## src/hw/isa_pkg.sv

```systemverilog
package isa_pkg;

    parameter int XLEN     = 32;
    parameter int NUM_REGS = 32;

    typedef logic [XLEN-1:0]             xlen_word_t;
    typedef logic [$clog2(NUM_REGS)-1:0] reg_idx_t;

    // base opcodes, bits [6:0] of the instruction word
    typedef enum logic [6:0] {
        op_lui   = 7'b0110111,
        op_auipc = 7'b0010111,
        op_jal   = 7'b1101111, // not issued by this stage
        op_jalr  = 7'b1100111, // not issued by this stage
        op_br    = 7'b1100011,
        op_load  = 7'b0000011, // not issued by this stage
        op_store = 7'b0100011, // not issued by this stage
        op_imm   = 7'b0010011,
        op_reg   = 7'b0110011,
        op_csr   = 7'b1110011
    } opcode_e;

    typedef enum logic [2:0] {
        add  = 3'b000, // sub when funct7[5] set on OP
        sll  = 3'b001,
        slt  = 3'b010,
        sltu = 3'b011,
        axor = 3'b100,
        sr   = 3'b101, // srl or sra by funct7[5]
        aor  = 3'b110,
        aand = 3'b111
    } arith_funct3_e;

    typedef enum logic [2:0] {
        beq  = 3'b000,
        bne  = 3'b001,
        blt  = 3'b100,
        bge  = 3'b101,
        bltu = 3'b110,
        bgeu = 3'b111
    } branch_funct3_e;

    // decoded view of one queue entry
    typedef struct packed {
        xlen_word_t pc;
        opcode_e    opcode;
        logic [2:0] funct3;
        logic       funct7_b5;
        reg_idx_t   rs1;
        reg_idx_t   rs2;
        reg_idx_t   rd;
        xlen_word_t i_imm;
        xlen_word_t u_imm;
        xlen_word_t b_imm;
    } instr_fields_t;

endpackage

```

## src/hw/issue_pkg.sv

```systemverilog
package issue_pkg;

    import isa_pkg::*;

    // tag 0 means no producer, register value is architectural
    parameter int TAG_W = 4;

    typedef logic [TAG_W-1:0] rob_tag_t;

    // encoding follows funct3 where it can
    typedef enum logic [2:0] {
        alu_add = 3'b000,
        alu_sll = 3'b001,
        alu_sra = 3'b010,
        alu_sub = 3'b011,
        alu_xor = 3'b100,
        alu_srl = 3'b101,
        alu_or  = 3'b110,
        alu_and = 3'b111
    } alu_op_e;

    typedef enum logic [1:0] {
        cls_none,
        cls_alu,
        cls_cmp,
        cls_drop
    } issue_class_e;

    typedef struct packed {
        xlen_word_t pc;
        xlen_word_t instr;
    } i_queue_data_t;

    typedef struct packed {
        xlen_word_t value;
        logic       valid;
        rob_tag_t   tag;
    } operand_t;

    typedef struct packed {
        operand_t rs1;
        operand_t rs2;
        alu_op_e  op;
        rob_tag_t rob_idx;
    } alu_entry_t;

    typedef struct packed {
        operand_t   rs1;
        operand_t   rs2;
        logic       br;     // low for slt/sltu
        logic [2:0] funct3;
        xlen_word_t pc;
        xlen_word_t b_imm;
        rob_tag_t   rob_idx;
    } cmp_entry_t;

    typedef struct packed {
        logic       valid;
        alu_entry_t entry;
    } alu_rs_t;

    typedef struct packed {
        logic       valid;
        cmp_entry_t entry;
    } cmp_rs_t;

    typedef struct packed {
        logic       valid;
        xlen_word_t pc;
        opcode_e    opcode;
        reg_idx_t   rd;
    } rob_alloc_t;

    typedef struct packed {
        logic     valid;
        rob_tag_t tag;
        reg_idx_t rd;
    } rob_commit_t;

    typedef struct packed {
        rob_tag_t qj;
        rob_tag_t qk;
    } rob_query_t;

    typedef struct packed {
        logic       qj_ready;
        xlen_word_t qj_value;
        logic       qk_ready;
        xlen_word_t qk_value;
    } rob_reply_t;

    typedef struct packed {
        reg_idx_t rs1;
        reg_idx_t rs2;
    } rf_read_t;

    typedef struct packed {
        xlen_word_t vj;
        xlen_word_t vk;
    } rf_data_t;

endpackage

```

## src/hw/instr_decoder.sv

```systemverilog
module instr_decoder
    import isa_pkg::*;
    import issue_pkg::*;
(
    input  i_queue_data_t i_queue_data_i,
    output instr_fields_t fields_o,
    output issue_class_e  class_o,
    output alu_op_e       alu_op_o
);

    xlen_word_t instr;
    logic       rd_zero;

    assign instr = i_queue_data_i.instr;

    // field extraction, immediates sign extended
    always_comb begin
        fields_o.pc        = i_queue_data_i.pc;
        fields_o.opcode    = opcode_e'(instr[6:0]);
        fields_o.funct3    = instr[14:12];
        fields_o.funct7_b5 = instr[30];
        fields_o.rs1       = instr[19:15];
        fields_o.rs2       = instr[24:20];
        fields_o.rd        = instr[11:7];
        fields_o.i_imm     = {{21{instr[31]}}, instr[30:20]};
        fields_o.u_imm     = {instr[31:12], 12'h000};
        fields_o.b_imm     = {{20{instr[31]}}, instr[7], instr[30:25], instr[11:8], 1'b0};
    end

    assign rd_zero = (fields_o.rd == '0);

    always_comb begin
        class_o = cls_none;
        case (fields_o.opcode)
            op_lui, op_auipc: begin
                class_o = rd_zero ? cls_drop : cls_alu;
            end
            op_imm, op_reg: begin
                if (rd_zero) begin
                    class_o = cls_drop; // no architectural effect
                end else if (fields_o.funct3 == slt || fields_o.funct3 == sltu) begin
                    class_o = cls_cmp;
                end else begin
                    class_o = cls_alu;
                end
            end
            op_br: begin
                case (branch_funct3_e'(fields_o.funct3))
                    beq, bne, blt, bge, bltu, bgeu: class_o = cls_cmp;
                    default: class_o = cls_none; // reserved funct3
                endcase
            end
            default: class_o = cls_none; // loads, stores, jumps, system
        endcase
    end

    // funct3/funct7 to alu op
    always_comb begin
        alu_op_o = alu_add;
        if (fields_o.opcode == op_lui || fields_o.opcode == op_auipc) begin
            alu_op_o = alu_add; // funct3 bits are immediate here
        end else begin
            case (arith_funct3_e'(fields_o.funct3))
                add: begin
                    if (fields_o.opcode == op_reg && fields_o.funct7_b5) begin
                        alu_op_o = alu_sub;
                    end else begin
                        alu_op_o = alu_add;
                    end
                end
                sll:  alu_op_o = alu_sll;
                sr:   alu_op_o = fields_o.funct7_b5 ? alu_sra : alu_srl;
                axor: alu_op_o = alu_xor;
                aor:  alu_op_o = alu_or;
                aand: alu_op_o = alu_and;
                default: alu_op_o = alu_add; // slt/sltu go to cmp anyway
            endcase
        end
    end

endmodule

```

## src/hw/rename_table.sv

```systemverilog
module rename_table
    import isa_pkg::*;
    import issue_pkg::*;
#(
    parameter int ROB_TAG_W = TAG_W
) (
    input  logic                 clk,
    input  logic                 arst_n_i,
    input  logic                 flush_i,
    input  reg_idx_t             rs1_i,
    input  reg_idx_t             rs2_i,
    output logic [ROB_TAG_W-1:0] qj_o,
    output logic [ROB_TAG_W-1:0] qk_o,
    input  logic                 alloc_i,
    input  reg_idx_t             alloc_rd_i,
    input  logic [ROB_TAG_W-1:0] alloc_tag_i,
    input  rob_commit_t          rob_commit_i
);

    logic [ROB_TAG_W-1:0] tags [NUM_REGS];

    // reads see the state before this cycle's write
    assign qj_o = tags[rs1_i];
    assign qk_o = tags[rs2_i];

    always_ff @(posedge clk or negedge arst_n_i) begin
        if (!arst_n_i) begin
            for (int i = 0; i < NUM_REGS; i++) begin
                tags[i] <= '0;
            end
        end else if (flush_i) begin
            for (int i = 0; i < NUM_REGS; i++) begin
                tags[i] <= '0;
            end
        end else begin
            for (int i = 1; i < NUM_REGS; i++) begin // x0 never renamed
                if (alloc_i && alloc_rd_i == reg_idx_t'(i)) begin
                    tags[i] <= alloc_tag_i; // new producer wins over commit
                end else if (rob_commit_i.valid && rob_commit_i.rd == reg_idx_t'(i)
                             && tags[i] == rob_commit_i.tag) begin
                    // only the youngest producer clears the entry
                    tags[i] <= '0;
                end
            end
        end
    end

endmodule

```

## src/hw/dispatch_ctrl.sv

```systemverilog
module dispatch_ctrl
    import isa_pkg::*;
    import issue_pkg::*;
#(
    parameter int ROB_TAG_W = TAG_W
) (
    input  instr_fields_t        fields_i,
    input  issue_class_e         class_i,
    input  alu_op_e              alu_op_i,
    input  logic                 i_queue_empty_i,
    input  logic                 flush_i,
    input  logic [ROB_TAG_W-1:0] qj_i,
    input  logic [ROB_TAG_W-1:0] qk_i,
    input  rf_data_t             rf_data_i,
    input  rob_reply_t           rob_reply_i,
    input  logic [ROB_TAG_W-1:0] rob_free_tag_i,
    input  logic                 alu_rs_full_i,
    input  logic                 cmp_rs_full_i,
    output logic                 pop_o,
    output logic                 alu_issue_o,
    output logic                 cmp_issue_o,
    output logic                 alloc_o,
    output alu_entry_t           alu_entry_o,
    output cmp_entry_t           cmp_entry_o,
    output rob_alloc_t           rob_alloc_o
);

    operand_t opnd_j;
    operand_t opnd_k;
    operand_t opnd_a;
    operand_t opnd_b;
    logic     base_ok;
    logic     rob_ok;
    logic     is_br;

    // tag 0 reads the regfile, a ready tag forwards from the rob
    function automatic operand_t resolve(input rob_tag_t   q,
                                         input xlen_word_t rf_val,
                                         input logic       rdy,
                                         input xlen_word_t rob_val);
        operand_t o;
        if (q == '0) begin
            o = '{value: rf_val, valid: 1'b1, tag: '0};
        end else if (rdy) begin
            o = '{value: rob_val, valid: 1'b1, tag: '0};
        end else begin
            o = '{value: '0, valid: 1'b0, tag: q}; // wait on producer
        end
        return o;
    endfunction

    assign opnd_j = resolve(qj_i, rf_data_i.vj, rob_reply_i.qj_ready, rob_reply_i.qj_value);
    assign opnd_k = resolve(qk_i, rf_data_i.vk, rob_reply_i.qk_ready, rob_reply_i.qk_value);

    assign is_br = (fields_i.opcode == op_br);

    // operand muxing per opcode
    always_comb begin
        opnd_a = opnd_j;
        opnd_b = opnd_k;
        case (fields_i.opcode)
            op_imm: begin
                opnd_b = '{value: fields_i.i_imm, valid: 1'b1, tag: '0};
            end
            op_lui: begin
                opnd_a = '{value: '0, valid: 1'b1, tag: '0};
                opnd_b = '{value: fields_i.u_imm, valid: 1'b1, tag: '0};
            end
            op_auipc: begin
                opnd_a = '{value: fields_i.pc, valid: 1'b1, tag: '0};
                opnd_b = '{value: fields_i.u_imm, valid: 1'b1, tag: '0};
            end
            default: ; // OP and branches use both registers
        endcase
    end

    // accept rule
    assign base_ok = !i_queue_empty_i && !flush_i;
    assign rob_ok  = (rob_free_tag_i != '0);

    always_comb begin
        alu_issue_o = 1'b0;
        cmp_issue_o = 1'b0;
        pop_o       = 1'b0;
        case (class_i)
            cls_alu: begin
                alu_issue_o = base_ok && rob_ok && !alu_rs_full_i;
                pop_o       = alu_issue_o;
            end
            cls_cmp: begin
                cmp_issue_o = base_ok && rob_ok && !cmp_rs_full_i;
                pop_o       = cmp_issue_o;
            end
            default: pop_o = base_ok; // drop and none are just discarded
        endcase
    end

    assign alloc_o = alu_issue_o || cmp_issue_o;

    assign alu_entry_o = '{rs1: opnd_a, rs2: opnd_b, op: alu_op_i, rob_idx: rob_free_tag_i};

    assign cmp_entry_o = '{
        rs1:     opnd_a,
        rs2:     opnd_b,
        br:      is_br,
        funct3:  fields_i.funct3,
        pc:      fields_i.pc,
        b_imm:   is_br ? fields_i.b_imm : '0,
        rob_idx: rob_free_tag_i
    };

    // branches write no register, rd bits are part of the offset
    assign rob_alloc_o = '{
        valid:  alloc_o,
        pc:     fields_i.pc,
        opcode: fields_i.opcode,
        rd:     is_br ? reg_idx_t'(0) : fields_i.rd
    };

endmodule

```

## src/hw/issue_slot.sv

```systemverilog
module issue_slot #(
    parameter type entry_t = logic
) (
    input  logic   clk,
    input  logic   arst_n_i,
    input  logic   flush_i,
    input  logic   load_i,
    input  entry_t entry_i,
    output entry_t entry_o,
    output logic   valid_o
);

    entry_t entry_q;

    always_ff @(posedge clk or negedge arst_n_i) begin
        if (!arst_n_i) begin
            valid_o <= 1'b0;
        end else if (flush_i) begin
            valid_o <= 1'b0;
        end else begin
            valid_o <= load_i; // one-cycle pulse per accept
        end
    end

    // payload holds until the next load
    always_ff @(posedge clk) begin
        if (load_i) begin
            entry_q <= entry_i;
        end
    end

    assign entry_o = entry_q;

endmodule

```

## src/hw/decode_issue.sv

```systemverilog
module decode_issue
    import isa_pkg::*;
    import issue_pkg::*;
#(
    parameter int ROB_TAG_W = TAG_W
) (
    input  logic                 clk,
    input  logic                 arst_n_i,
    input  logic                 flush_i,
    input  i_queue_data_t        i_queue_data_i,
    input  logic                 i_queue_empty_i,
    output logic                 i_queue_read_o,
    output rf_read_t             regfile_rd_o,
    input  rf_data_t             rf_data_i,
    input  logic [ROB_TAG_W-1:0] rob_free_tag_i,
    input  rob_commit_t          rob_commit_i,
    output rob_query_t           rob_query_o,
    input  rob_reply_t           rob_reply_i,
    output rob_alloc_t           rob_alloc_o,
    input  logic                 alu_rs_full_i,
    output alu_rs_t              alu_o,
    input  logic                 cmp_rs_full_i,
    output cmp_rs_t              cmp_o
);

    instr_fields_t        fields;
    issue_class_e         cls;
    alu_op_e              alu_op;
    logic [ROB_TAG_W-1:0] qj;
    logic [ROB_TAG_W-1:0] qk;
    logic                 alu_issue;
    logic                 cmp_issue;
    logic                 alloc;
    alu_entry_t           alu_entry;
    cmp_entry_t           cmp_entry;
    rob_alloc_t           rob_alloc_d;
    alu_entry_t           alu_entry_q;
    cmp_entry_t           cmp_entry_q;
    rob_alloc_t           rob_alloc_q;
    logic                 alu_valid;
    logic                 cmp_valid;
    logic                 alloc_valid;

    instr_decoder u_decoder (
        .i_queue_data_i (i_queue_data_i),
        .fields_o       (fields),
        .class_o        (cls),
        .alu_op_o       (alu_op)
    );

    rename_table #(.ROB_TAG_W(ROB_TAG_W)) u_rename (
        .clk          (clk),
        .arst_n_i     (arst_n_i),
        .flush_i      (flush_i),
        .rs1_i        (fields.rs1),
        .rs2_i        (fields.rs2),
        .qj_o         (qj),
        .qk_o         (qk),
        .alloc_i      (alloc),
        .alloc_rd_i   (rob_alloc_d.rd), // 0 for branches
        .alloc_tag_i  (rob_free_tag_i),
        .rob_commit_i (rob_commit_i)
    );

    dispatch_ctrl #(.ROB_TAG_W(ROB_TAG_W)) u_dispatch (
        .fields_i        (fields),
        .class_i         (cls),
        .alu_op_i        (alu_op),
        .i_queue_empty_i (i_queue_empty_i),
        .flush_i         (flush_i),
        .qj_i            (qj),
        .qk_i            (qk),
        .rf_data_i       (rf_data_i),
        .rob_reply_i     (rob_reply_i),
        .rob_free_tag_i  (rob_free_tag_i),
        .alu_rs_full_i   (alu_rs_full_i),
        .cmp_rs_full_i   (cmp_rs_full_i),
        .pop_o           (i_queue_read_o),
        .alu_issue_o     (alu_issue),
        .cmp_issue_o     (cmp_issue),
        .alloc_o         (alloc),
        .alu_entry_o     (alu_entry),
        .cmp_entry_o     (cmp_entry),
        .rob_alloc_o     (rob_alloc_d)
    );

    issue_slot #(.entry_t(alu_entry_t)) u_alu_slot (
        .clk      (clk),
        .arst_n_i (arst_n_i),
        .flush_i  (flush_i),
        .load_i   (alu_issue),
        .entry_i  (alu_entry),
        .entry_o  (alu_entry_q),
        .valid_o  (alu_valid)
    );

    issue_slot #(.entry_t(cmp_entry_t)) u_cmp_slot (
        .clk      (clk),
        .arst_n_i (arst_n_i),
        .flush_i  (flush_i),
        .load_i   (cmp_issue),
        .entry_i  (cmp_entry),
        .entry_o  (cmp_entry_q),
        .valid_o  (cmp_valid)
    );

    issue_slot #(.entry_t(rob_alloc_t)) u_rob_slot (
        .clk      (clk),
        .arst_n_i (arst_n_i),
        .flush_i  (flush_i),
        .load_i   (alloc),
        .entry_i  (rob_alloc_d),
        .entry_o  (rob_alloc_q),
        .valid_o  (alloc_valid)
    );

    assign regfile_rd_o = '{rs1: fields.rs1, rs2: fields.rs2};
    assign rob_query_o  = '{qj: qj, qk: qk};

    assign alu_o = '{valid: alu_valid, entry: alu_entry_q};
    assign cmp_o = '{valid: cmp_valid, entry: cmp_entry_q};

    // slot valid replaces the stored flag
    assign rob_alloc_o = '{
        valid:  alloc_valid,
        pc:     rob_alloc_q.pc,
        opcode: rob_alloc_q.opcode,
        rd:     rob_alloc_q.rd
    };

endmodule

```

## config.mk

```make
export PLATFORM = sky130hd
export DESIGN_NAME = decode_issue
export DESIGN_NICKNAME = d
export VERILOG_FILES = /design/src/hw/isa_pkg.sv /design/src/hw/issue_pkg.sv /design/src/hw/instr_decoder.sv /design/src/hw/rename_table.sv /design/src/hw/dispatch_ctrl.sv /design/src/hw/issue_slot.sv /design/src/hw/decode_issue.sv
export SDC_FILE = /design/constraint.sdc
export NUM_CORES = 1
export LEC_CHECK = 0
export BUFFER_PORTS_ARGS = -buffer_cell sky130_fd_sc_hd__buf_2
export CAP_MARGIN = 40
export CORE_MARGIN = 5
export CORE_UTILIZATION = 46
export CTS_CLUSTER_DIAMETER = 50
export CTS_CLUSTER_SIZE = 12
export DETAILED_ROUTE_END_ITERATION = 6
export PLACE_DENSITY = 0.7
export SLEW_MARGIN = 30
export SYNTH_ARGS = -nofsm -noshare
export SYNTH_HDL_FRONTEND = slang
export SYNTH_SLANG_ARGS = --single-unit
```

## constraint.sdc

```tcl
create_clock -name clk -period 10.14 [get_ports clk]
set_input_delay 2.028 -clock clk [delete_from_list [all_inputs] [get_ports clk]]
set_output_delay 2.028 -clock clk [all_outputs]
set_load 0.02 [all_outputs]
```

==> impl_metrics.env, run 1 <==
export IMPL_fp_dieArea_mm2=0.0436
export IMPL_gp_congestion=0.964
export IMPL_grt_pass1_vias=14700
export IMPL_min_path_type="reg2reg"
export IMPL_cts_tree="built"
export IMPL_overflow=0
export IMPL_portBuffers=505
export IMPL_worstSetupEndpointType="primary output"
export IMPL_dp_slack_ns=3.08
export IMPL_area_growth_pct=24.1
export IMPL_fin_ws_ns=3.02
export IMPL_cts_resized=0
export IMPL_drt_initial_drc_count=1979
export IMPL_core_area_mm2=0.0389
export IMPL_yosysSeqAreaShare=0.589
export IMPL_fin_crit_sh=0.702
export IMPL_start_kind="input pin"
export IMPL_ctsHoldBuffers=0
export IMPL_synth_edf_count=251
export IMPL_crit_buf_inv=4
export IMPL_p_leak_nw=8.90
export IMPL_synth_ff_type="edfxtp_1"
export IMPL_avgSynthCellArea_um2=12.6
export IMPL_rsz0062_at_grt="false"
export IMPL_place_inst=2366
export IMPL_post_cts_buffers=0
export IMPL_antenna_found_initial=30
export IMPL_arrival_ns=5.09
export IMPL_crit_slowest_cell="inv_1"
export IMPL_cts_sinks=378
export IMPL_syn_area_mm2=0.0182
export IMPL_synth_top_area_share=0.414
export IMPL_synth_area_leaders="edfxtp_1, dfrtp_1, mux4_2"
export IMPL_stdcell_count=2461
export IMPL_final_setup_skew_ns=0.0189
export IMPL_cellPowerDensity_mw_per_mm2=155
export IMPL_run_status="finished clean"
export IMPL_grt_pass1_wl_um=105000
export IMPL_via_count=15400
export IMPL_worst_setup_path_type="in2out"
export IMPL_cts_htree_levels=2
export IMPL_multi_input_area_mm2=0.00681
export IMPL_synthArstFlopShare=0.336
export IMPL_hold_slack_ns=0.576
export IMPL_synth_ff_latch_count=378
export IMPL_firstDrtPassIters=5
export IMPL_most_common_layout_cells="buf_2, edfxtp_1, nand3_1, dfrtp_1, o21ai_1"
export IMPL_clkLatencyLatePin_ns=0.56
export IMPL_ir_drop_v=0.000107
export IMPL_min_period_ns=7.12
export IMPL_power_w=0.00351
export IMPL_drc=0
export IMPL_cap_viol_max_count=0
export IMPL_hold_viol=0
export IMPL_io_pins=507
export IMPL_rows=72
export IMPL_drv_slew=0
export IMPL_hpwlAfterDp_um=55500
export IMPL_crit_chain="buf_2 -> nor2b_1 -> nand4b_1 -> inv_1 -> nand2_1 -> and2_1 -> inv_1 -> ha_1 -> nand2b_1 -> a2111oi_4 -> mux2_1 -> buf_2"
export IMPL_cts_made_buffers=43
export IMPL_clockBufferDepth=3
export IMPL_seqCellArea_mm2=0.0107
export IMPL_syn_num_nets=1658
export IMPL_die_h_um=209
export IMPL_clockRootBuffer="clkbuf_16"
export IMPL_via_per_inst=6.27
export IMPL_crit_family="simple AND/OR/NAND/NOR gates"
export IMPL_layout_commonest_cell="buf_2"
export IMPL_nets=2113
export IMPL_initial_core_util=0.467
export IMPL_worstPathRequired_ns=8.11
export IMPL_clkTransAtPathRegs_ns=0.06
export IMPL_synthCells=1442
export IMPL_ys_warn_count=0
export IMPL_wire_per_inst_um=30.1
export IMPL_yosysTopAreaCell="edfxtp_1"
export IMPL_max_freq_mhz=140
export IMPL_worstMarginPinSlew_ns=0.912
export IMPL_critPathMaxFanout=13
export IMPL_grtUsageTotal=0.326
export IMPL_grt_max_degree=66
export IMPL_slew_limit_headroom=0.387
export IMPL_die_x_um=209
export IMPL_wirelength_um=74100
export IMPL_ant_nets=0
export IMPL_synth_cell_types=55
export IMPL_critPathMaxStageDelay_ns=0.66
export IMPL_fin_setup_tns_ns=0
export IMPL_fillers=3241
export IMPL_layout_drive_gt1_share=0.345
export IMPL_setup_violations=0
[power breakdown]
part | leakage [nW] | switching, W | internal (W)
registers | 3.85 | 0.00000120 | 0.00166
clock network | 0.651 | 0.000633 | 0.000878
logic | 4.40 | 0.000220 | 0.000112
[path summary, 6_finish.rpt]
kind,start,end,slack [ns],cells after the start
min in group asynchronous,arst_n_i,u_rename.tags[87],1.42,1
max in group asynchronous,arst_n_i,u_rename.tags[56],7.77,3
worst max register to register,u_rename.tags[112],u_alu_slot.entry_o[57],6.84,8
worst min-delay path,u_rename.tags[21],u_rename.tags[21],0.58,2
worst min register to register,u_rename.tags[21],u_rename.tags[21],0.58,2
worst max-delay path,i_queue_data_i[2],i_queue_read_o,3.02,12
[metal layers]
layer / part of all wire / global-route usage / vias to the layer above
li1: - / - / 6422
met4: 0.046 / 0.136 / 2
met1: 0.36 / 0.424 / 7717
met5: 0.00018 / 0 / -
met3: 0.11 / 0.0718 / 179
met2: 0.48 / 0.535 / 1119
[registers in the layout, indices dropped and copies added, names as in the netlist]
register            count
u_cmp_slot.entry_o    126
u_alu_slot.entry_o     81
u_rename.tags         124
u_alu_slot.valid_o      1
u_rob_slot.entry_o     44
u_cmp_slot.valid_o      1
u_rob_slot.valid_o      1
[cells in the mapped netlist (5+ instances only)]
library cell / number
buf_4: 38
buf_2: 19
a22oi_1: 6
buf_1: 15
o22a_1: 5
a22o_1: 10
mux2_1: 8
xnor2_1: 31
a221o_1: 32
xor2_1: 93
o21ai_1: 102
o22ai_1: 7
nor3_1: 6
nand2_1: 55
edfxtp_1: 251
dfrtp_1: 127
and2_1: 59
mux2i_1: 28
nor4_1: 32
inv_1: 12
a31oi_1: 29
a21oi_1: 30
nor2_1: 27
clkbuf_1: 49
nor2b_1: 18
a221oi_1: 8
o21ai_0: 19
nand4b_1: 21
nand2b_1: 11
nand3_1: 190
mux4_2: 45
o221ai_1: 6
buf_6: 6
o211ai_1: 11
[tightest hold or removal path, stage by stage, from the launching register on]
cell and delay, ns:
dfrtp_1 0.39, nand3_1 0.08, o21ai_1 0.07
[kinds of logic (layout without fill, tap and decap cells)]
family,count (synthesis),in the layout,share of synthesized area
fa+ha+maj,2,2,0.00138
mux,81,81,0.0761
other cells,1,21,0.000206
xor+xnor,124,124,0.0597
flops,378,378,0.589
compound gates,280,280,0.103
simple gates,437,437,0.131
buf+inv,139,620,0.0403
[final cells by class]
type	instances	area share
Inverter	12	0.00200
Sequential cell	378	0.475
Antenna cell	20	0.00222
Clock inverter	16	0.00748
Timing Repair Buffer	537	0.131
Tap cell	518	0.0287
Clock buffer	55	0.0524
Multi-Input combinational cell	925	0.302
[metrics by stage]
| step | utilization | instance area [um2] |
|---|---|---|
| 2_1_floorplan | - | 18200 |
| 3_3_place_gp | 0.536 | 20900 |
| 3_5_place_dp | 0.543 | 21100 |
| 4_1_cts | 0.577 | 22500 |
| 5_1_grt | 0.580 | 22600 |
| 6_report | 0.580 | 22600 |
(Power assumes the default switching activity.)
==> run 2: changes to the inputs <==
--- a/config.mk
+++ b/config.mk
@@ -5,6 +5,7 @@
 export SDC_FILE = /design/constraint.sdc
 export NUM_CORES = 1
 export LEC_CHECK = 0
+export ABC_AREA = 1
 export BUFFER_PORTS_ARGS = -buffer_cell sky130_fd_sc_hd__buf_2
 export CAP_MARGIN = 40
 export CORE_MARGIN = 5
@@ -12,7 +13,7 @@
 export CTS_CLUSTER_DIAMETER = 50
 export CTS_CLUSTER_SIZE = 12
 export DETAILED_ROUTE_END_ITERATION = 6
-export PLACE_DENSITY = 0.7
+export PLACE_DENSITY = 0.72
 export SLEW_MARGIN = 30
 export SYNTH_ARGS = -nofsm -noshare
 export SYNTH_HDL_FRONTEND = slang
==> constraint.sdc (replaced) <==
create_clock -name clk -period 5.7 [get_ports clk]
set_input_delay 1.14 -clock clk [delete_from_list [all_inputs] [get_ports clk]]
set_output_delay 1.14 -clock clk [all_outputs]
set_load 0.02 [all_outputs]
==> impl_metrics.env, run 2 <==
export IMPL_run_status="finished clean"
export IMPL_multi_input_area_mm2=0.00707
export IMPL_clockBufferDepth=3
export IMPL_layout_commonest_cell="nand2_1"
export IMPL_seqCellArea_mm2=0.0107
export IMPL_worstSetupEndpointType="primary output"
export IMPL_synth_most_common_cell="nand2_1"
export IMPL_area_growth_pct=21.5
export IMPL_final_setup_skew_ns=0.0288
export IMPL_worstMarginPinSlew_ns=0.904
export IMPL_wire_per_inst_um=24.6
export IMPL_via_per_inst=5.85
export IMPL_cts_htree_levels=2
export IMPL_gp_congestion=1.02
export IMPL_setup_violations=0
export IMPL_crit_buf_inv=3
export IMPL_wirelength_um=82000
export IMPL_fin_area_mm2=0.0239
export IMPL_dp_slack_ns=0.826
export IMPL_r2r_cells=13
export IMPL_yosysSeqAreaShare=0.545
export IMPL_drc=0
export IMPL_ir_drop_v=0.000208
export IMPL_cts_tree="built"
export IMPL_start_kind="input pin"
export IMPL_hpwlAfterDp_um=59900
export IMPL_ys_warn_count=0
export IMPL_min_period_ns=4.64
export IMPL_cp_depth=12
export IMPL_rsz0062_at_grt="false"
export IMPL_clockRootBuffer="clkbuf_16"
export IMPL_ctsHoldBuffers=0
export IMPL_synth_ff_latch_count=378
export IMPL_via_count=19500
export IMPL_critPathMaxStageDelay_ns=0.33
export IMPL_synth_cell_types=44
export IMPL_drt_initial_drc_count=2748
export IMPL_max_freq_mhz=215
export IMPL_worstPathRequired_ns=4.56
export IMPL_syn_num_nets=2528
export IMPL_yosysTopAreaCell="edfxtp_1"
export IMPL_rows=75
export IMPL_most_common_layout_cells="nand2_1, buf_2, nand3_1, edfxtp_1, inv_1"
export IMPL_synth_edf_count=251
export IMPL_synth_area_leaders="edfxtp_1, dfrtp_1, nand2_1"
export IMPL_hold_viol=0
export IMPL_place_area_mm2=0.0223
export IMPL_clkLatencyLatePin_ns=0.59
export IMPL_synthCells=2312
export IMPL_grt_pass1_wl_um=117000
export IMPL_die_h_um=217
export IMPL_largest_register_ffs=126
export IMPL_cts_sinks=378
export IMPL_fin_setup_tns_ns=0
export IMPL_synth_ff_type="edfxtp_1"
export IMPL_initial_core_util=0.466
export IMPL_power_w=0.00662
export IMPL_cellPowerDensity_mw_per_mm2=277
export IMPL_fillers=3744
export IMPL_core_area_mm2=0.0421
export IMPL_worst_setup_path_type="in2out"
export IMPL_grt_max_degree=99
export IMPL_cap_viol_max_count=0
export IMPL_synth_top_area_share=0.384
export IMPL_hold_depth=2
export IMPL_grt_pass1_vias=18200
export IMPL_drv_slew=0
export IMPL_cts_made_buffers=46
export IMPL_io_pins=507
export IMPL_clkTransAtPathRegs_ns=0.05
export IMPL_grtUsageTotal=0.331
export IMPL_crit_family="simple AND/OR/NAND/NOR gates"
export IMPL_fp_dieArea_mm2=0.0469
export IMPL_die_x_um=217
export IMPL_layout_drive_gt1_share=0.230
export IMPL_synthArstFlopShare=0.336
export IMPL_post_cts_buffers=0
export IMPL_hold_slack_ns=0.531
export IMPL_ant_nets=0
export IMPL_critPathMaxFanout=4
export IMPL_antenna_found_initial=15
export IMPL_p_leak_nw=10.9
export IMPL_cts_resized=0
export IMPL_min_path_type="reg2reg"
export IMPL_avgSynthCellArea_um2=8.50
export IMPL_firstDrtPassIters=6
export IMPL_syn_area_mm2=0.0196
export IMPL_slew_limit_headroom=0.395
export IMPL_fin_ws_ns=1.06
export IMPL_portBuffers=505
export IMPL_crit_chain="buf_2 -> nor2_1 -> inv_1 -> nor2_1 -> nand2_1 -> a21boi_0 -> nor3_1 -> ha_1 -> nand2_1 -> a21oi_4 -> mux2_2 -> buf_2"
export IMPL_nets=2961
export IMPL_synthTopCellsByCount="nand2_1, nand3_1, edfxtp_1, inv_1, dfrtp_1"
export IMPL_overflow=0
export IMPL_fin_crit_sh=0.815
export IMPL_crit_slowest_cell="nor2_1"
export IMPL_arrival_ns=3.50
run 2: cells by family (layout without fill, tap and decap cells):
kind of cell / Yosys count / count (layout) / share of synthesized area
other: 1 / 11 / 0.000191
DFF: 378 / 378 / 0.545
and+or+nand+nor: 1190 / 1190 / 0.253
xor gates and xnor gates: 30 / 30 / 0.0134
adders and majority gates: 2 / 2 / 0.00127
buffers and inverters: 419 / 889 / 0.0970
AOI/OAI and AO/OA: 291 / 291 / 0.0895
muxes: 1 / 1 / 0.000573
run 2: worst paths after layout:
path                                    from                      to  slack (ns)
setup / recovery           i_queue_data_i[9]          i_queue_read_o        1.06
min in group asynchronous           arst_n_i      u_rename.tags[118]        0.63
setup reg to reg           u_rename.tags[56]  u_alu_slot.entry_o[63]        2.84
hold reg to reg            u_rename.tags[17]       u_rename.tags[17]        0.53
max in group asynchronous           arst_n_i       u_rename.tags[53]        4.43
hold / removal             u_rename.tags[17]       u_rename.tags[17]        0.53
run 2: through the flow:
| step | utilization | std cells |
|---|---|---|
| floorplan | - | 2312 |
| global placement | 0.527 | 3229 |
| detailed placement | 0.530 | 3234 |
| CTS | 0.565 | 3319 |
| global route | 0.566 | 3330 |
| finish | 0.566 | 3331 |
run 2: report_power, final:
group | total (W) | switching, W | internal, W
Clock | 0.00290 | 0.00121 | 0.00169
Combinational | 0.000755 | 0.000547 | 0.000208
Sequential | 0.00296 | 0.00000138 | 0.00296
run 2: cell type report:
| cell class | instances | area share |
|---|---|---|
| Inverter | 267 | 0.0421 |
| Tap cell | 539 | 0.0283 |
| Sequential cell | 378 | 0.449 |
| Clock inverter | 19 | 0.00802 |
| Timing Repair Buffer | 537 | 0.121 |
| Clock buffer | 66 | 0.0540 |
| Antenna cell | 10 | 0.00105 |
| Multi-Input combinational cell | 1515 | 0.296 |
run 2: worst reg2reg max path: cells and delay by family, from the launching register on:
| kind | cells | cell delay [ns] |
|---|---|---|
| buf+inv | 1 | 0.34 |
| simple gates | 12 | 1.82 |
| flops | 1 | 0.45 |
run 2: routing by layer:
metal / vias up / track usage / share of wire
met5: - / 0 / 0.00038
met4: 6 / 0.151 / 0.052
met3: 285 / 0.0855 / 0.12
met2: 1434 / 0.528 / 0.46
met1: 9219 / 0.426 / 0.36
li1: 8554 / - / -
